### src/mem_pkg.sv
// memory subsystem package with bus widths, sram geometry and the address map.
package mem_pkg;

	// cpu side data and address width.
	localparam int word_w = 32;

	localparam int sram_addr_w = 20; // address pins on each sram chip.

	// ram window starts at zero, this is the first byte address past it.
	localparam logic [word_w-1:0] ram_limit = 32'h0080_0000;

	// serial port registers.
	localparam logic [word_w-1:0] com_data_addr = 32'hBFD0_03F8;
	localparam logic [word_w-1:0] com_stat_addr = 32'hBFD0_03FC;

	localparam int com_stat_tx_bit = 0; // transmitter still shifting.
	localparam int com_stat_rx_bit = 1; // received byte waiting.

endpackage

### src/uart_tx.sv
// 8n1 serial transmitter with a clocks per bit divider.
module uart_tx #(
	parameter int clk_per_bit = 434
) (
	input  logic clk,
	input  logic rst,
	input  logic start,
	input  logic [7:0] byte_in,
	output logic txd,
	output logic tx_busy
);

	localparam int div_w = $clog2(clk_per_bit);
	localparam logic [div_w-1:0] div_last = div_w'(clk_per_bit - 1);

	logic [div_w-1:0] div_cnt;
	logic [3:0] bit_cnt;
	logic [9:0] shreg; // stop, data lsb first, start.

	assign txd = shreg[0]; // line idles high since the register fills with ones.

	always_ff @(posedge clk) begin
		if (rst) begin
			tx_busy <= 1'b0;
			div_cnt <= '0;
			bit_cnt <= '0;
			shreg <= '1;
		end else if (!tx_busy) begin
			if (start) begin
				tx_busy <= 1'b1;
				shreg <= {1'b1, byte_in, 1'b0};
				div_cnt <= '0;
				bit_cnt <= '0;
			end
		end else if (div_cnt == div_last) begin
			div_cnt <= '0;
			shreg <= {1'b1, shreg[9:1]};
			if (bit_cnt == 4'd9)
				tx_busy <= 1'b0; // stop bit has run its full length.
			else
				bit_cnt <= bit_cnt + 1'b1;
		end else begin
			div_cnt <= div_cnt + 1'b1;
		end
	end

endmodule

### src/uart_rx.sv
// 8n1 serial receiver with input synchronizer, mid bit sampling and false start check.
module uart_rx #(
	parameter int clk_per_bit = 434
) (
	input  logic clk,
	input  logic rst,
	input  logic rxd,
	output logic [7:0] byte_out,
	output logic done
);

	localparam int div_w = $clog2(clk_per_bit);
	localparam logic [div_w-1:0] div_last = div_w'(clk_per_bit - 1);
	localparam logic [div_w-1:0] div_half = div_w'(clk_per_bit / 2 - 1);

	typedef enum logic [1:0] {
		rx_idle,
		rx_start,
		rx_data,
		rx_stop
	} rx_state_t;

	rx_state_t state;
	logic rx_meta;
	logic rx_sync;
	logic [div_w-1:0] div_cnt;
	logic [2:0] bit_cnt;

	always_ff @(posedge clk) begin
		if (rst) begin
			rx_meta <= 1'b1;
			rx_sync <= 1'b1;
		end else begin
			rx_meta <= rxd;
			rx_sync <= rx_meta;
		end
	end

	always_ff @(posedge clk) begin
		if (rst) begin
			state <= rx_idle;
			div_cnt <= '0;
			bit_cnt <= '0;
			done <= 1'b0;
		end else begin
			done <= 1'b0;
			div_cnt <= div_cnt + 1'b1;
			case (state)
				rx_idle: begin
					div_cnt <= '0;
					if (!rx_sync)
						state <= rx_start;
				end
				rx_start: begin
					if (div_cnt == div_half) begin
						div_cnt <= '0; // later samples now land mid bit.
						bit_cnt <= '0;
						state <= rx_sync ? rx_idle : rx_data; // glitch, not a start bit.
					end
				end
				rx_data: begin
					if (div_cnt == div_last) begin
						div_cnt <= '0;
						byte_out <= {rx_sync, byte_out[7:1]};
						bit_cnt <= bit_cnt + 1'b1;
						if (bit_cnt == 3'd7)
							state <= rx_stop;
					end
				end
				rx_stop: begin
					if (div_cnt == div_last) begin
						done <= rx_sync; // framing error drops the byte.
						state <= rx_idle;
					end
				end
				default:
					state <= rx_idle;
			endcase
		end
	end

endmodule

### src/com_ctrl.sv
// serial port register block with data and status words around the transmitter and receiver.
module com_ctrl #(
	parameter int clk_per_bit = 434
) (
	input  logic clk,
	input  logic rst,
	input  logic com_data_write,
	input  logic com_stat_write,
	input  logic com_addr_stat,
	input  logic [7:0] data_in,
	input  logic com_rxd,
	output logic [mem_pkg::word_w-1:0] com_rdata,
	output logic tx_busy,
	output logic com_txd
);

	logic [7:0] rx_shift;
	logic rx_done;
	logic [7:0] rx_byte;
	logic rx_ready;
	logic [mem_pkg::word_w-1:0] stat_word;
	logic [mem_pkg::word_w-1:0] data_word;

	uart_tx #(
		.clk_per_bit(clk_per_bit)
	) uart_tx_i (
		.clk(clk),
		.rst(rst),
		.start(com_data_write),
		.byte_in(data_in),
		.txd(com_txd),
		.tx_busy(tx_busy)
	);

	uart_rx #(
		.clk_per_bit(clk_per_bit)
	) uart_rx_i (
		.clk(clk),
		.rst(rst),
		.rxd(com_rxd),
		.byte_out(rx_shift),
		.done(rx_done)
	);

	// a new byte wins over an acknowledge in the same cycle.
	always_ff @(posedge clk) begin
		if (rst)
			rx_ready <= 1'b0;
		else if (rx_done)
			rx_ready <= 1'b1;
		else if (com_stat_write)
			rx_ready <= 1'b0;
	end

	always_ff @(posedge clk) begin
		if (rx_done)
			rx_byte <= rx_shift;
	end

	always_comb begin
		stat_word = '0;
		stat_word[mem_pkg::com_stat_tx_bit] = tx_busy;
		stat_word[mem_pkg::com_stat_rx_bit] = rx_ready;
	end

	assign data_word = {{(mem_pkg::word_w - 8){1'b0}}, rx_byte};

	assign com_rdata = com_addr_stat ? stat_word : data_word;

endmodule

### config.mk
export PLATFORM = sky130hd
export DESIGN_NAME = com_ctrl
export DESIGN_NICKNAME = d
export VERILOG_FILES = /design/src/mem_pkg.sv /design/src/uart_tx.sv /design/src/uart_rx.sv /design/src/com_ctrl.sv
export SDC_FILE = /design/constraint.sdc
export NUM_CORES = 1
export LEC_CHECK = 0
export BUFFER_PORTS_ARGS = -buffer_cell sky130_fd_sc_hd__buf_2
export CORE_UTILIZATION = 48
export DETAILED_ROUTE_END_ITERATION = 12
export PLACE_DENSITY = 0.69
export REMOVE_ABC_BUFFERS = 1
export SYNTH_ARGS = -nofsm -noshare
export SYNTH_HDL_FRONTEND = slang
export SYNTH_SLANG_ARGS = --single-unit
### constraint.sdc
create_clock -name clk -period 3.02 [get_ports clk]
set_clock_uncertainty 0.05 [all_clocks]
set_input_delay 0.302 -clock clk [delete_from_list [all_inputs] [get_ports clk]]
set_output_delay 0.302 -clock clk [all_outputs]
set_load 0.02 [all_outputs]
* Word level (Yosys, flattened, before mapping)
Cells that the tools add are included.
Storage, ports and cells: flip-flop bits (word level) 58, latch bits 0, memory bits (writable) 0, memory bits (read-only) 0, bits of input ports 14, output and inout port bits 34, word-level logic and storage cells 75, memories 0
Operators by class: add/subtract/negate cells 4, multiply operators 0, div/mod/pow operators 0, $lt $le $gt $ge 0, eq/ne operators 15, shift operators 0, mux-type cells 30, bitwise logic cells 3, reductions and logical operators 10
Operator list (count):
- two-way mux 9 bit | 5
- two-way mux 10 bit | 3
- one-hot mux 9 bit (3 select lines) | 1
- adder 9 x 1 -> 9 bit, second input constant | 2
- == test 9 bit, second input constant | 2
- two-way mux 4 bit | 4
- two-way mux 2 bit | 6
- == test 9 x 8 -> 1 bit, second input constant | 1
- AND reduction 3 bit | 3
- two-way mux 8 bit | 1
- inequality test 2 x 1 -> 1 bit, second input constant | 4
- one-hot mux 2 bit (4 select lines) | 1
- two-way mux 1 bit | 6
- two-way mux 3 bit | 2
- inequality test 2 bit, second input constant | 3
- one-hot mux 3 bit (2 select lines) | 1
- nonzero test 2 bit | 3
- AND reduction 5 bit | 1
- adder 4 x 1 -> 4 bit, second input constant | 1
- == test 2 bit, second input constant | 2
- == test 4 bit, second input constant | 1
- adder 3 x 1 -> 3 bit, second input constant | 1
- == test 3 bit, second input constant | 1
- inverter 1 bit | 3
- other kinds (4) | 4

* Depth between registers and ports, before layout
depth after elaboration 4, depth in mapped cells 8, mapped depth without buffers 6

* Cells and area by module
From an unflattened synthesis, not the netlist that was laid out.
Unflattened totals: cell total of the unflattened synthesis 282, area, all modules 2775.2 um^2
By module, submodules not included:
- uart_rx | times used 1, cells each 102, area each 1123.6 um^2, seq. area each 580.6 um^2
- uart_tx | times used 1, cells each 135, area each 1117.3 um^2, seq. area each 460.4 um^2
- com_ctrl | times used 1, cells each 45, area each 534.3 um^2, seq. area each 260.2 um^2

* Worst setup path after synthesis
Ideal clock, no wire load.
kind register to register, start register uart_rx_i.div_cnt[0], end register uart_rx_i.byte_out[0], enable pin, setup time 0.383 ns, arrival 1.908 ns, data required time 2.587 ns, path slack 0.679 ns, stages on the path, launching flop included 5, cell sequence dfxtp_1 ha_1 or4b_1 or2_2 nor3_1
Between the ends: word-level cells in the longest chain between the ends 2
RTL lines:
- from (decl) | line uart_rx.sv:26 | logic [div_w-1:0] div_cnt;
- from (signal assigned) | line uart_rx.sv:47 | div_cnt <= div_cnt + 1'b1;
- == test 9 bit | line uart_rx.sv:62 | if (div_cnt == div_last) begin
- AND reduction 3 bit (no line)
- to (signal assigned) | line uart_rx.sv:64 | byte_out <= {rx_sync, byte_out[7:1]};
- to (decl) | line uart_rx.sv:8 | output logic [7:0] byte_out,
Every way passes these cells. A chain may end at the register's enable or synchronous reset.

* Worst setup path after layout
start register uart_tx_i.div_cnt[1], end register uart_tx_i.div_cnt[7]
Between the ends: word-level cells in the longest chain between the ends 3
RTL lines:
- from (decl) | line uart_tx.sv:16 | logic [div_w-1:0] div_cnt;
- from (signal assigned) | line uart_tx.sv:43 | div_cnt <= div_cnt + 1'b1;
- adder 9 x 1 -> 9 bit or == test 9 bit (tied branches) | line uart_tx.sv:43, uart_tx.sv:35
- two-way mux 9 bit * | line uart_tx.sv:35 | end else if (div_cnt == div_last) begin
- two-way mux 9 bit * | line uart_tx.sv:28 | end else if (!tx_busy) begin
Every way passes the cells marked *; elsewhere a longest branch is shown, timed or not.

==> out/results.ini <==
[clock_network]
numClockSinks=57
clk_path_buf_depth=2
cts_tree=yes
cts_setup_buffers=0
cts-root-buf=clkbuf_8
worstSkewPairLatency_ns=0.34
cts_hold_buffers=0
cts_htree_levels=3
cts-resized-gates=0
clk_pin_slew_ns=0.07
cts_buffers=9

[detailed_routing]
drc_errors=0
initialDrtViolationCount=114
antenna_left=0
vias=1963
dr.pass1.iters=4
vias_per_cell=5.125
drt_wl_total_um=4621
post_drt_wl_per_cell_um=12.07

[critical_path]
critPathSlowestCell=a21boi_0
endpoint_kind=flip-flop
crit_family=compound AO/OA/AOI/OAI gates
crit_chain=inv_1, ha_1, and4_1, a21boi_0, buf_4, a41oi_1, a311oi_1
crit_arrival_ns=2.42
worst-path-buf-inv=2
crit_fanout=8
critPathKind=flip-flop to flip-flop
critPathLaunchType=flip-flop
worst_ep_required_time_ns=3.21
cpPeakStageDelay_ns=0.55

[power_and_ir_drop]
total_power_mw=1.844
irDropWorstVdd_mv=0.3377
p_leak_nw=1.261
cellPowerDensity_nw_per_um2=582.9

[logic_synthesis]
synth_edf_count=16
ys.flop_type=dfxtp_1
ys_ff_latch=57
synth_top_cell_by_area=dfxtp_1
synthAdderAreaFrac_pct=6.602
synth-xor-area-share_pct=2.773
synth_top_family_by_area=simple AND/OR/NAND/NOR gates
synthCells=278
yosys-top-cells-count=dfxtp_1 (41), buf_4 (24), nand2_1 (22)
synth_cell_types=44
yosys.area.top_type_share_pct=28.87
async_flop_share_pct=0
syn_area_um2=2843
muxShareOfSynthArea_pct=6.734
postSynthAreaPerCell_um2=10.23
yosys.area_share.simple_pct=17.96
synth-warning-count=0
synth.area.top_cells=dfxtp_1 (29%), edfxtp_1 (17%), ha_1 (6.6%), buf_4 (6.3%), mux2_2 (3.6%)
synth_compound_area_share_pct=10.74
post-synth-top-count-cell=dfxtp_1
ys_seq_area_share_pct=45.77

[timing]
rsz0062_at_grt=no
setup_viol=0
finalSetupTns_ns=0
period_share_pct=73.80
hold_violations=0
timing.fmax_mhz=448.7
drv_slew=0
worst_hold_slack_ns=0.09777
min_period_ns=2.229
tightestPinTransition_ns=0.6293
setup_ws_ns=0.7912
slew_headroom_pct=57.67

[cells_and_area]
layout-drive-gt1-share_pct=19.94
diodes=0
num-fill-cells=524
syn2layout_area_growth_pct=11.31
postLayoutCellArea_um2=3164
final_core_util_pct=56.43
nets=335
fin_cells=383

[floorplanning]
die_x_um=78.96
num_rows=27
die-area_um2=6234
die_y_um=78.96
start_util_pct=50.69
ioPinCount=48
core_um2=5608

[placed_design]
place_area_um2=2945
gp_congestion=0.8317
hpwl_um=3172
place_ws_ns=0.7924
placed_cells=367
io_buffer_count=23

[run_status]
outcome=finished clean

[global_routing]
grt_usage_pct=17.12
grt_max_degree=24
antenna_found_initial=0
grt_first_pass_wirelength_um=8211
grt_pass1_vias=1821
grt-ovfl-total=0

[worst_hold_path]
worstHoldPathType=input pin to flip-flop

[job]
cap_violations=0

==> registers in the layout, indices dropped and copies added, names as in the netlist, named ones only <==
| name | cells |
|---|---|
| uart_rx_i.div_cnt | 9 |
| uart_tx_i.div_cnt | 9 |
| uart_tx_i.shreg | 9 |
| rx_byte | 8 |
| uart_rx_i.byte_out | 8 |
| uart_tx_i.bit_cnt | 4 |
| uart_rx_i.bit_cnt | 3 |
| rx_ready | 1 |
| uart_rx_i.done | 1 |
| uart_rx_i.rx_meta | 1 |
| uart_rx_i.rx_sync | 1 |
| uart_rx_i.state | 1 |
| uart_tx_i.tx_busy | 1 |
==> final cells by class <==
cell class,instances,area (um^2),area share [%]
clock inverters,7,95.09,3.005
well taps,72,90.09,2.847
multi-input cells,198,1364,43.10
inverters,14,52.55,1.661
clock buffers,9,123.9,3.915
repair buffers,26,137.6,4.350
flip-flops and latches,57,1301,41.12
==> worst register-to-register path, delay by kind of cell (launching register included) <==
kind                       cells  cell delay [ns]
buffers and inverters          2             0.32
and+or+nand+nor                1             0.28
adders and majority gates      1             0.18
AOI/OAI and AO/OA              3             0.95
DFF                            1             0.36
==> layer usage <==
metal	global-route usage (%)	vias to the layer above	wire, um
li1	-	1000	-
met1	22.37	889	2251
met2	25.30	64	2008
met3	5.057	10	270
met4	9.455	0	91
met5	0	-	0
==> report_power, final <==
| group | switching (mW) | leakage, nW | total, mW | internal [mW] |
|---|---|---|---|---|
| registers | 0.0236 | 0.477 | 0.825 | 0.802 |
| clock network | 0.321 | 0.109 | 0.785 | 0.464 |
| logic | 0.145 | 0.675 | 0.234 | 0.0893 |
==> cells by family (layout without fill, tap and decap cells) <==
family	after synthesis	count (layout)
DFF	57	57
xor gates and xnor gates	9	9
muxes	18	18
other	1	24
and+or+nand+nor	92	92
adders and majority gates	15	15
AOI/OAI and AO/OA	40	40
buffers and inverters	46	56
==> cell usage in the layout (no fill, tap or decap), types with 4 or more instances in the layout <==
master,netlist,final
mux2_2,9,9
nor2b_1,7,7
or2_2,5,5
xnor2_1,6,6
nor2_1,19,19
nor3_1,6,6
edfxtp_1,16,16
o21ai_0,7,7
mux2i_1,9,9
nand3_1,8,8
buf_2,1,23
conb_1,1,24
a21oi_1,9,9
o31ai_1,4,4
nand4_1,8,8
dfxtp_1,41,41
ha_1,15,15
nand2_1,22,22
inv_1,14,14
clkbuf_8,0,9
and3_1,4,4
a311oi_1,7,7
==> final timing paths <==
kind                    startpoint                   end  slack (ns)  cells past startpoint
min                        com_rxd     uart_rx_i.rx_meta         0.1                      2
min reg2reg  uart_rx_i.byte_out[0]            rx_byte[0]        0.37                      0
max           uart_tx_i.div_cnt[1]  uart_tx_i.div_cnt[7]        0.79                      7
max reg2reg   uart_tx_i.div_cnt[1]  uart_tx_i.div_cnt[7]        0.79                      7
Note: power is estimated with default switching activity, not from simulation.
