$ cat config.mk
export PLATFORM = sky130hd
export DESIGN_NAME = mem_bus_mux
export DESIGN_NICKNAME = d
export VERILOG_FILES = /design/src/mem_pkg.sv /design/src/mem_bus_mux.sv
export SDC_FILE = /design/constraint.sdc
export NUM_CORES = 1
export LEC_CHECK = 0
export ABC_AREA = 1
export BUFFER_PORTS_ARGS = -buffer_cell sky130_fd_sc_hd__buf_2
export CAP_MARGIN = 0
export CORE_AREA = 2 2 57 59
export DETAILED_ROUTE_END_ITERATION = 10
export DIE_AREA = 0 0 59 61
export PLACE_DENSITY = 0.85
export SYNTH_ARGS = -nofsm -noshare
export SYNTH_HDL_FRONTEND = slang
export SYNTH_SLANG_ARGS = --single-unit
$ cat constraint.sdc
create_clock -name vclk -period 1.6
set_input_delay 0 -clock vclk [all_inputs]
set_output_delay 0 -clock vclk [all_outputs]
set_load 0.005 [all_outputs]
$ cat src/mem_pkg.sv
// memory subsystem package with bus widths, sram geometry and the address map.
package mem_pkg;

	// cpu side data and address width.
	localparam int word_w = 32;

	localparam int sram_addr_w = 20; // address pins on each sram chip.

	// ram window starts at zero, this is the first byte address past it.
	localparam logic [word_w-1:0] ram_limit = 32'h0080_0000;

	// serial port registers.
	localparam logic [word_w-1:0] com_data_addr = 32'hBFD0_03F8;
	localparam logic [word_w-1:0] com_stat_addr = 32'hBFD0_03FC;

	localparam int com_stat_tx_bit = 0; // transmitter still shifting.
	localparam int com_stat_rx_bit = 1; // received byte waiting.

endpackage

$ cat src/mem_bus_mux.sv
// address decoder with write strobe routing, read data select and busy merge.
module mem_bus_mux (
	input  logic [mem_pkg::word_w-1:0] addr,
	input  logic is_write,
	input  logic [mem_pkg::word_w-1:0] ram_rdata,
	input  logic ram_busy,
	input  logic [mem_pkg::word_w-1:0] com_rdata,
	input  logic tx_busy,
	output logic ram_write,
	output logic com_data_write,
	output logic com_stat_write,
	output logic com_addr_stat,
	output logic [mem_pkg::word_w-1:0] data_out,
	output logic busy
);

	logic in_ram;
	logic is_data;
	logic is_stat;
	logic data_blocked;

	assign in_ram = (addr < mem_pkg::ram_limit);
	assign is_data = (addr == mem_pkg::com_data_addr);
	assign is_stat = (addr == mem_pkg::com_stat_addr);

	// transmitter still shifting the last byte.
	assign data_blocked = is_write & is_data & tx_busy;

	assign ram_write = is_write & in_ram;
	assign com_data_write = is_write & is_data & ~tx_busy; // dropped while blocked.
	assign com_stat_write = is_write & is_stat;
	assign com_addr_stat = is_stat;

	always_comb begin
		if (in_ram)
			data_out = ram_rdata;
		else if (is_data || is_stat)
			data_out = com_rdata;
		else
			data_out = '0; // unmapped space reads as zero.
	end

	// a ram write is busy from its own request cycle on.
	assign busy = ram_busy | ram_write | data_blocked;

endmodule

# [Word-level counts from Yosys, hierarchy flattened]
# Cells that the tools add are included.
[totals] latchBits=0 regBits=0 romBits=0 ramBits=0 mem_count=0 wordCells=14 in_bits=99
[classes] n_reduce_logical=1 eq_ne=2 div_mod_pow=0 n_addsub=0 order_cmp=1 shift=0 multipliers=0 bitwise_logic=8 muxes=2
[op_table] operator="32-bit == test (second input constant)" n=2
[op_table] operator="32-bit 2-to-1 mux" n=2
[op_table] operator="32-bit by 24-bit less-than comparator with 1-bit output (second input constant)" n=1
[op_table] operator="1-bit AND" n=5
[op_table] operator="1-bit bitwise OR" n=2
[op_table] operator="1-bit logical OR" n=1
[op_table] operator="1-bit inverter" n=1

# [Logic depth before layout (Yosys ltp)]
# Gate-level depths: netlist of the first run.
[logic_depth] depth_word=4 ltp_mapped=10

# [Least setup slack after synthesis of the first run]
# No wires, ideal clock.
[synth_timing] kind="input port to output port" from="input addr[30] in the netlist's numbering" to="output data_out[25] in the netlist's numbering" t_arrival_ns=0.804 setup_slack_ns=0.796 cell_stages=10 path_cell_list="inv_1 -> nand2_1 -> nor2_1 -> nand2_2 -> nor2_4 -> nand2_2 -> nand2_4 -> buf_12 -> nand2_2 -> nand2_2"
[synth_via] elab_chain_cells=4 elab_cells_between_ends=6 cone_classes="order compare: 1; eq/ne: 2; mux: 2; reduce/logical: 1"
[synth_rtl] element="from (decl)" line_no="mem_bus_mux.sv:3" source="input logic [mem_pkg::word_w-1:0] addr,"
[synth_rtl] element="parallel branches: the longest is 3 deep, another holds 32-bit by 24-bit less-than comparator with 1-bit output"
[synth_rtl] element="32-bit 2-to-1 mux *" line_no="mem_bus_mux.sv:35" source="if (in_ram)"
[synth_rtl] element="to (decl)" line_no="mem_bus_mux.sv:13" source="output logic [mem_pkg::word_w-1:0] data_out,"
# Every way passes the cells marked *.

# [Worst setup path after layout of the first run]
[layout_timing] from="input addr[2] in the netlist's numbering" to="output data_out[31] in the netlist's numbering"
# The elaborated chain is that of the path after synthesis.

==> flow_summary.ini, run 1 <==
[logic_synthesis]
synthCells = 239
ys_seq_area_share_pct = 0
synth_area_per_cell_sq_um = 4.37
synth_xor_area_share_pct = 0
yosysMostFrequentCell = nand2_1
synth.distinct_cells = 14
yosys.area.top_type = nand2_1
yosysTopAreaCellShare_pct = 35.6
syn-num-nets = 338
synth_top_family_by_area = simple AND/OR/NAND/NOR gates
yosysWarningCount = 0
synth_simple_gate_area_share_pct = 71.6
synth_compound_area_share_pct = 0
synth_common_cells = nand2_1, inv_1, nor2_1
synth_mux_area_share_pct = 0
synth-adder-area-share_pct = 0
syn_area_sq_um = 1040
ys_top_cells_by_area = nand2_1, inv_1, nor2_1

[sta]
period_needed_ns = 1.19
postLayoutSetupSlackWorst_ns = 0.409
finalSetupViolCount = 0
worst_pin_slew_ns = 0.363
maxSlewHeadroom_pct = 75.8
hold_violations = 0
fin_crit_sh_pct = 74.4
final.setup.tns_ns = 0
fmax_ghz = 0.840
grt_setup_unrepaired = false
drv_slew = 0

[power_and_ir_drop]
p_comb_share_pct = 100.0
p_sw_share_pct = 39.8
clock_power_share_pct = 0
seq_power_share_pct = 0
total_leakage_power_nw = 1.30
p_total_w = 0.000188
internal_power_w = 0.000113
power_density_nw_per_um2 = 111
switchingPower_w = 0.0000747
vdd_drop_max_uv = 76.2

[grt]
grt_pass1_vias = 1257
grt_pass1_wl_um = 4730
grt_overflow = 0
antenna_found_initial = 0
grt_util_all_layers_pct = 15.7
grt_max_degree = 40

[hold_path]
min_from = ram_rdata[17]
hold_class = primary input to output pin
min_to = data_out[17]
hold_depth = 4

[placement]
port_buffers = 136
post-place-ws_ns = 0.394
gp_congestion = 0.672
placed_cells = 400
hpwlAfterDp_um = 2550

[drt]
drt_iter0_drc = 65
dr.pass1.iters = 6
wirelength_um = 2950
drc = 0
vias_per_cell = 4.04
ant_nets = 0
dr_total_vias = 1614
wire_per_inst_um = 7.37

[clock_network]
cts_resized = 0
ctsHoldBuffers = 0
postCtsSetupBuffers = 0

[finish]
antenna_cells = 0
stdcell_count = 400
regArea_sq_um = 0
n_sequential_cell = 0
multi_input_area_sq_um = 756
nFillCells = 322
final_util_pct = 57.2
syn_to_final_growth_pct = 61.6
nNetsFinal = 468
n_clock_buffer = 0
drive_gt1_share_pct = 45.2

[floorplan]
die_h_um = 61
start_util_pct = 35.4
rows = 20
ios = 136
core_area_sq_um = 2950
die_area_sq_um = 3600
die_x_um = 59

[critical_path]
crit_fanout = 32
crit_path_end_kind = output pin
critPathLaunchType = primary input
crit_type = primary input to output pin
critical_path_arrival_ns = 1.19
crit_required_ns = 1.60

[flow_run]
drv_cap = 0

[status]
status = completed
[through the flow]
stage | instance area, sq um | hold slack [ns]
final | 1690 | 0.259
after global routing | 1690 | 0.275
after CTS | 1690 | 0.262
after detailed placement | 1690 | 0.261
after global placement | 1690 | 0.248
after floorplan | 1040 | 0.0342
[cell families (layout without fill, tap and decap cells)]
family | after synthesis | count (layout)
simple gates | 177 | 177
buf+inv | 62 | 190
[cell type report]
class | count | share of cell area [%]
Inverter | 52 | 11.6
Multi-Input combinational cell | 177 | 44.8
Timing Repair Buffer | 138 | 41.2
Tap cell | 33 | 2.45
[layout by cell type, fill, tap and decap left out]
cell type,Yosys,routed
nor2_2,1,1
nor2_4,1,2
buf_4,3,2
inv_1,52,52
buf_2,3,136
nor2_1,48,47
nand4_1,2,2
nand2_1,99,99
nand2_4,1,1
nand2_2,24,24
nor3_1,1,1
[critical path: stages]
cell and delay, ns:
buf_2 0.10, inv_1 0.05, nand2_1 0.04, nor2_1 0.10, nand2_1 0.06, nor2_1 0.16
nand2_2 0.10, nand2_4 0.29, nand2_1 0.11, nand2_1 0.07, buf_2 0.10
[power groups by stage]
stage,registers [W],clock network [W],logic [W]
after floorplan,0,0,0.0000630
after global placement,0,0,0.000185
after detailed placement,0,0,0.000188
after CTS,0,0,0.000189
after global routing,0,0,0.000219
final,0,0,0.000188
[per-layer routing]
metal	vias to the layer above	GRT usage, %	routed length (um)
li1	916	-	-
met1	609	18.2	1160
met2	85	32.1	1450
met3	4	1.07	309
met4	0	1.30	22
met5	-	0	0
[how the worst max path moves through the flow]
stage / startpoint / end / slack (ns) / depth (start not counted)
final: addr[2] / data_out[31] / 0.41 / 11
after global routing: addr[10] / data_out[23] / 0.20 / 11
after CTS: addr[2] / data_out[31] / 0.39 / 11
after detailed placement: addr[23] / data_out[31] / 0.39 / 10
after global placement: addr[30] / data_out[31] / 0.41 / 11
after floorplan: addr[30] / data_out[25] / 0.80 / 10
Power figures use the tool's default switching activity.
==> run 2, diff against run 1 <==
--- a/config.mk
+++ b/config.mk
@@ -8,10 +8,10 @@
 export ABC_AREA = 1
 export BUFFER_PORTS_ARGS = -buffer_cell sky130_fd_sc_hd__buf_2
 export CAP_MARGIN = 0
-export CORE_AREA = 2 2 57 59
+export CORE_AREA = 2 2 63 65
 export DETAILED_ROUTE_END_ITERATION = 10
-export DIE_AREA = 0 0 59 61
-export PLACE_DENSITY = 0.85
+export DIE_AREA = 0 0 65 67
+export PLACE_DENSITY = 0.74
 export SYNTH_ARGS = -nofsm -noshare
 export SYNTH_HDL_FRONTEND = slang
 export SYNTH_SLANG_ARGS = --single-unit
==> constraint.sdc (replaced) <==
create_clock -name vclk -period 1
set_input_delay 0 -clock vclk [all_inputs]
set_output_delay 0 -clock vclk [all_outputs]
set_load 0.005 [all_outputs]
==> flow_summary.ini, run 2 (same netlist as run 1, synthesis figures left out) <==
[critical_path]
crit_chain = buf_6, nor2_2, nand4_1, nor2_4, buf_6, buf_12, nand2_4, nand2_1, inv_1, nand2_1, buf_2
crit_required_ns = 1.00
crit_path_end_kind = output pin
crit_fanout = 7
cp_slowest_stage_delay_ns = 0.20
crit_path_top_delay_cell = nor2_4
critPathLaunchType = primary input
critical_path_arrival_ns = 1.11
crit_type = primary input to output pin

[placement]
hpwlAfterDp_um = 2830
place_area_sq_um = 1800
placed_cells = 421
gp_congestion = 0.727
post-place-ws_ns = -0.0743
port_buffers = 136

[drt]
drc = 0
dr_total_vias = 1750
drt_iter0_drc = 44
vias_per_cell = 4.10
ant_nets = 0
wire_per_inst_um = 9.39
dr.pass1.iters = 4
wirelength_um = 4010

[flow_run]
drv_cap = 0

[floorplan]
start_util_pct = 29.0
die_x_um = 65
core_area_sq_um = 3610
die_area_sq_um = 4360
ios = 136
die_h_um = 67
rows = 22

[clock_network]
ctsHoldBuffers = 0

[finish]
final_cell_mix = buf_2, nand2_1, inv_1
n_clock_buffer = 0
syn_to_final_growth_pct = 107
antenna_cells = 0
regArea_sq_um = 0
n_sequential_cell = 0
layout_commonest_cell = buf_2
nNetsFinal = 480
drive_gt1_share_pct = 57.0
final_util_pct = 60.1
final_cell_area_sq_um = 2170
stdcell_count = 427

[sta]
postLayoutSetupSlackWorst_ns = -0.113
drv_slew = 0
grt_setup_unrepaired = true
period_needed_ns = 1.11
hold_violations = 0
finalSetupViolCount = 34
fmax_ghz = 0.898
worst_pin_slew_ns = 0.198
fin_crit_sh_pct = 111
maxSlewHeadroom_pct = 86.8

[hold_path]
min_to = data_out[17]
min_from = ram_rdata[17]
hold_depth = 4
hold_class = primary input to output pin

[grt]
grt_util_all_layers_pct = 14.1
grt_max_degree = 40
grt_pass1_wl_um = 5220
grt_overflow = 0
grt_pass1_vias = 1466
antenna_found_initial = 0

[status]
violations = negative setup slack
status = finished with violations

[power_and_ir_drop]
power_density_nw_per_um2 = 179
total_leakage_power_nw = 1.51
vdd_drop_max_uv = 149
==> run 2: layout make-up <==
cell class	count	area [sq um]
multi-input cells	177	912
well taps	48	60.1
inverters	52	195
fillers	353	1440
repair buffers	150	1000
==> run 2: timing repair <==
| item | in CTS | in global routing |
|---|---|---|
| setup endpoints to repair | 34 | 35 |
| pin swaps | 0 | 17 |
| gates resized for setup | 3 | 71 |
| buffers inserted | 0 | 2 |
| hold endpoints to repair | 0 | 0 |
| cloned | 0 | 4 |
==> run 2: worst max path at each step <==
stage                   from           end
floorplan           addr[30]  data_out[25]
global placement    addr[30]   data_out[9]
CTS                 addr[30]   data_out[9]
finish              addr[27]          busy
global route         addr[5]  data_out[19]
detailed placement  addr[30]  data_out[30]
==> run 2: stage by stage <==
stage,total power (W),setup TNS (ns),hold slack (ns)
after floorplan,0.000101,0,0.0342
after global placement,0.000300,-1.36,0.251
after detailed placement,0.000306,-1.82,0.257
after CTS,0.000310,-1.83,0.258
after global routing,0.000436,-6.08,0.271
final,0.000388,-2.42,0.262
==> run 2: report_power, final <==
group	internal (W)	switching, W
Sequential	0	0
Combinational	0.000225	0.000163
Clock	0	0
Total	0.000225	0.000163
==> run 2: layer usage <==
layer	vias up	part of all wire (%)	global-route usage, %
met5	-	0	0
met4	0	0	1.06
met3	0	7.0	1.69
met2	80	56	30.3
met1	729	37	14.7
li1	941	-	-
==> run 2: worst max-delay path, delay by kind of cell <==
| family | cells | cell delay (ns) |
|---|---|---|
| buf+inv | 5 | 0.50 |
| simple gates | 6 | 0.59 |
==> run 3, diff against run 2 <==
--- a/config.mk
+++ b/config.mk
@@ -8,10 +8,10 @@
 export ABC_AREA = 1
 export BUFFER_PORTS_ARGS = -buffer_cell sky130_fd_sc_hd__buf_2
 export CAP_MARGIN = 0
-export CORE_AREA = 2 2 63 65
+export CORE_AREA = 2 2 59 61
 export DETAILED_ROUTE_END_ITERATION = 10
-export DIE_AREA = 0 0 65 67
-export PLACE_DENSITY = 0.74
+export DIE_AREA = 0 0 61 63
+export PLACE_DENSITY = 0.8
 export SYNTH_ARGS = -nofsm -noshare
 export SYNTH_HDL_FRONTEND = slang
 export SYNTH_SLANG_ARGS = --single-unit
==> constraint.sdc (replaced) <==
create_clock -name vclk -period 1.2
set_input_delay 0.18 -clock vclk [all_inputs]
set_output_delay 0.18 -clock vclk [all_outputs]
set_load 0.005 [all_outputs]
==> flow_summary.ini, run 3 (same netlist as run 1, synthesis figures left out) <==
[status]
status = finished with violations
violations = negative setup slack

[finish]
final_util_pct = 68.1
drive_gt1_share_pct = 57.4
nFillCells = 299
layout_commonest_cell = buf_2
syn_to_final_growth_pct = 111
antenna_cells = 0
n_clock_buffer = 0
final_cell_mix = buf_2, nand2_1, inv_1
nNetsFinal = 481
regArea_sq_um = 0
n_sequential_cell = 0

[floorplan]
start_util_pct = 32.3
die_area_sq_um = 3840
die_x_um = 61
core_area_sq_um = 3230
rows = 21
die_h_um = 63
ios = 136

[grt]
grt_overflow = 0
grt_pass1_vias = 1463
grt_pass1_wl_um = 5240
antenna_found_initial = 0
grt_util_all_layers_pct = 16.2
grt_max_degree = 41

[sta]
drv_slew = 0
postLayoutSetupSlackWorst_ns = -0.292
fin_crit_sh_pct = 124
maxSlewHeadroom_pct = 85.1
final.setup.tns_ns = -9.18
fmax_ghz = 0.670
hold_violations = 0
period_needed_ns = 1.49
holdWs_ns = 0.618
grt_setup_unrepaired = true
finalSetupViolCount = 37
worst_pin_slew_ns = 0.222

[power_and_ir_drop]
p_total_w = 0.000326
total_leakage_power_nw = 1.51
vdd_drop_max_uv = 143
power_density_nw_per_um2 = 148

[hold_path]
hold_depth = 3
min_from = tx_busy
hold_class = primary input to output pin
min_to = com_data_write

[drt]
drc = 0
wire_per_inst_um = 9.83
drt_iter0_drc = 48
ant_nets = 0
vias_per_cell = 4.17
dr_total_vias = 1777
dr.pass1.iters = 4
wirelength_um = 4190

[critical_path]
critPathLaunchType = primary input
critical_path_arrival_ns = 1.31
crit_required_ns = 1.02
crit_path_end_kind = output pin
crit_type = primary input to output pin
crit_start = addr[29]
crit_fanout = 6

[placement]
gp_congestion = 0.746
hpwlAfterDp_um = 2630
port_buffers = 136
post-place-ws_ns = -0.245

[clock_network]
ctsHoldBuffers = 0

[flow_run]
drv_cap = 0
==> run 3: what timing repair did <==
item / 4_1_cts / 5_1_grt
gates cloned: 1 / 4
resized for setup: 21 / 56
hold endpoints to repair: 0 / 0
pin swaps: 0 / 16
setup buffers: 1 / 2
setup endpoints to repair: 37 / 37
==> run 3: worst max-delay path, cell delays in order <==
cell and delay (ns):
buf_6 0.10, nor2_4 0.09, nand4_1 0.17, nor2_4 0.21, buf_4 0.16, clkbuf_16 0.13, nor2_1 0.05, nand2_2 0.07
nand2_2 0.04, buf_2 0.11
==> run 3: layout make-up <==
type               count  area, sq um  area share, %
repair buffers       151         1060           48.2
inverters             52          195           8.87
well taps             46         57.6           2.62
multi-input cells    177          887           40.3
==> run 3: where the power goes <==
group / internal, W / switching, W / total [W] / leakage, nW
Combinational: 0.000192 / 0.000133 / 0.000326 / 1.51
Sequential: 0 / 0 / 0 / 0
Clock: 0 / 0 / 0 / 0
Total: 0.000192 / 0.000133 / 0.000326 / 1.51
==> run 3: how the worst max path moves through the flow <==
stage | end | cells past startpoint
final | data_out[5] | 10
after global routing | data_out[5] | 12
after CTS | data_out[24] | 12
after detailed placement | data_out[14] | 12
after global placement | data_out[11] | 12
after floorplan | data_out[25] | 10
==> run 3: per-stage QoR <==
| stage | cell area, sq um | std cells |
|---|---|---|
| 2_1_floorplan | 1040 | 239 |
| 4_1_cts | 1900 | 421 |
| 6_report | 2200 | 426 |
| 5_1_grt | 2200 | 426 |
| 3_3_place_gp | 1790 | 419 |
| 3_5_place_dp | 1790 | 419 |
==> run 3: layer usage <==
metal	wire length, um	up-vias	track usage, %
met5	0	-	0
met3	351	8	2.07
met4	86	0	2.45
met1	1460	740	16.3
met2	2290	86	33.5
li1	-	943	-
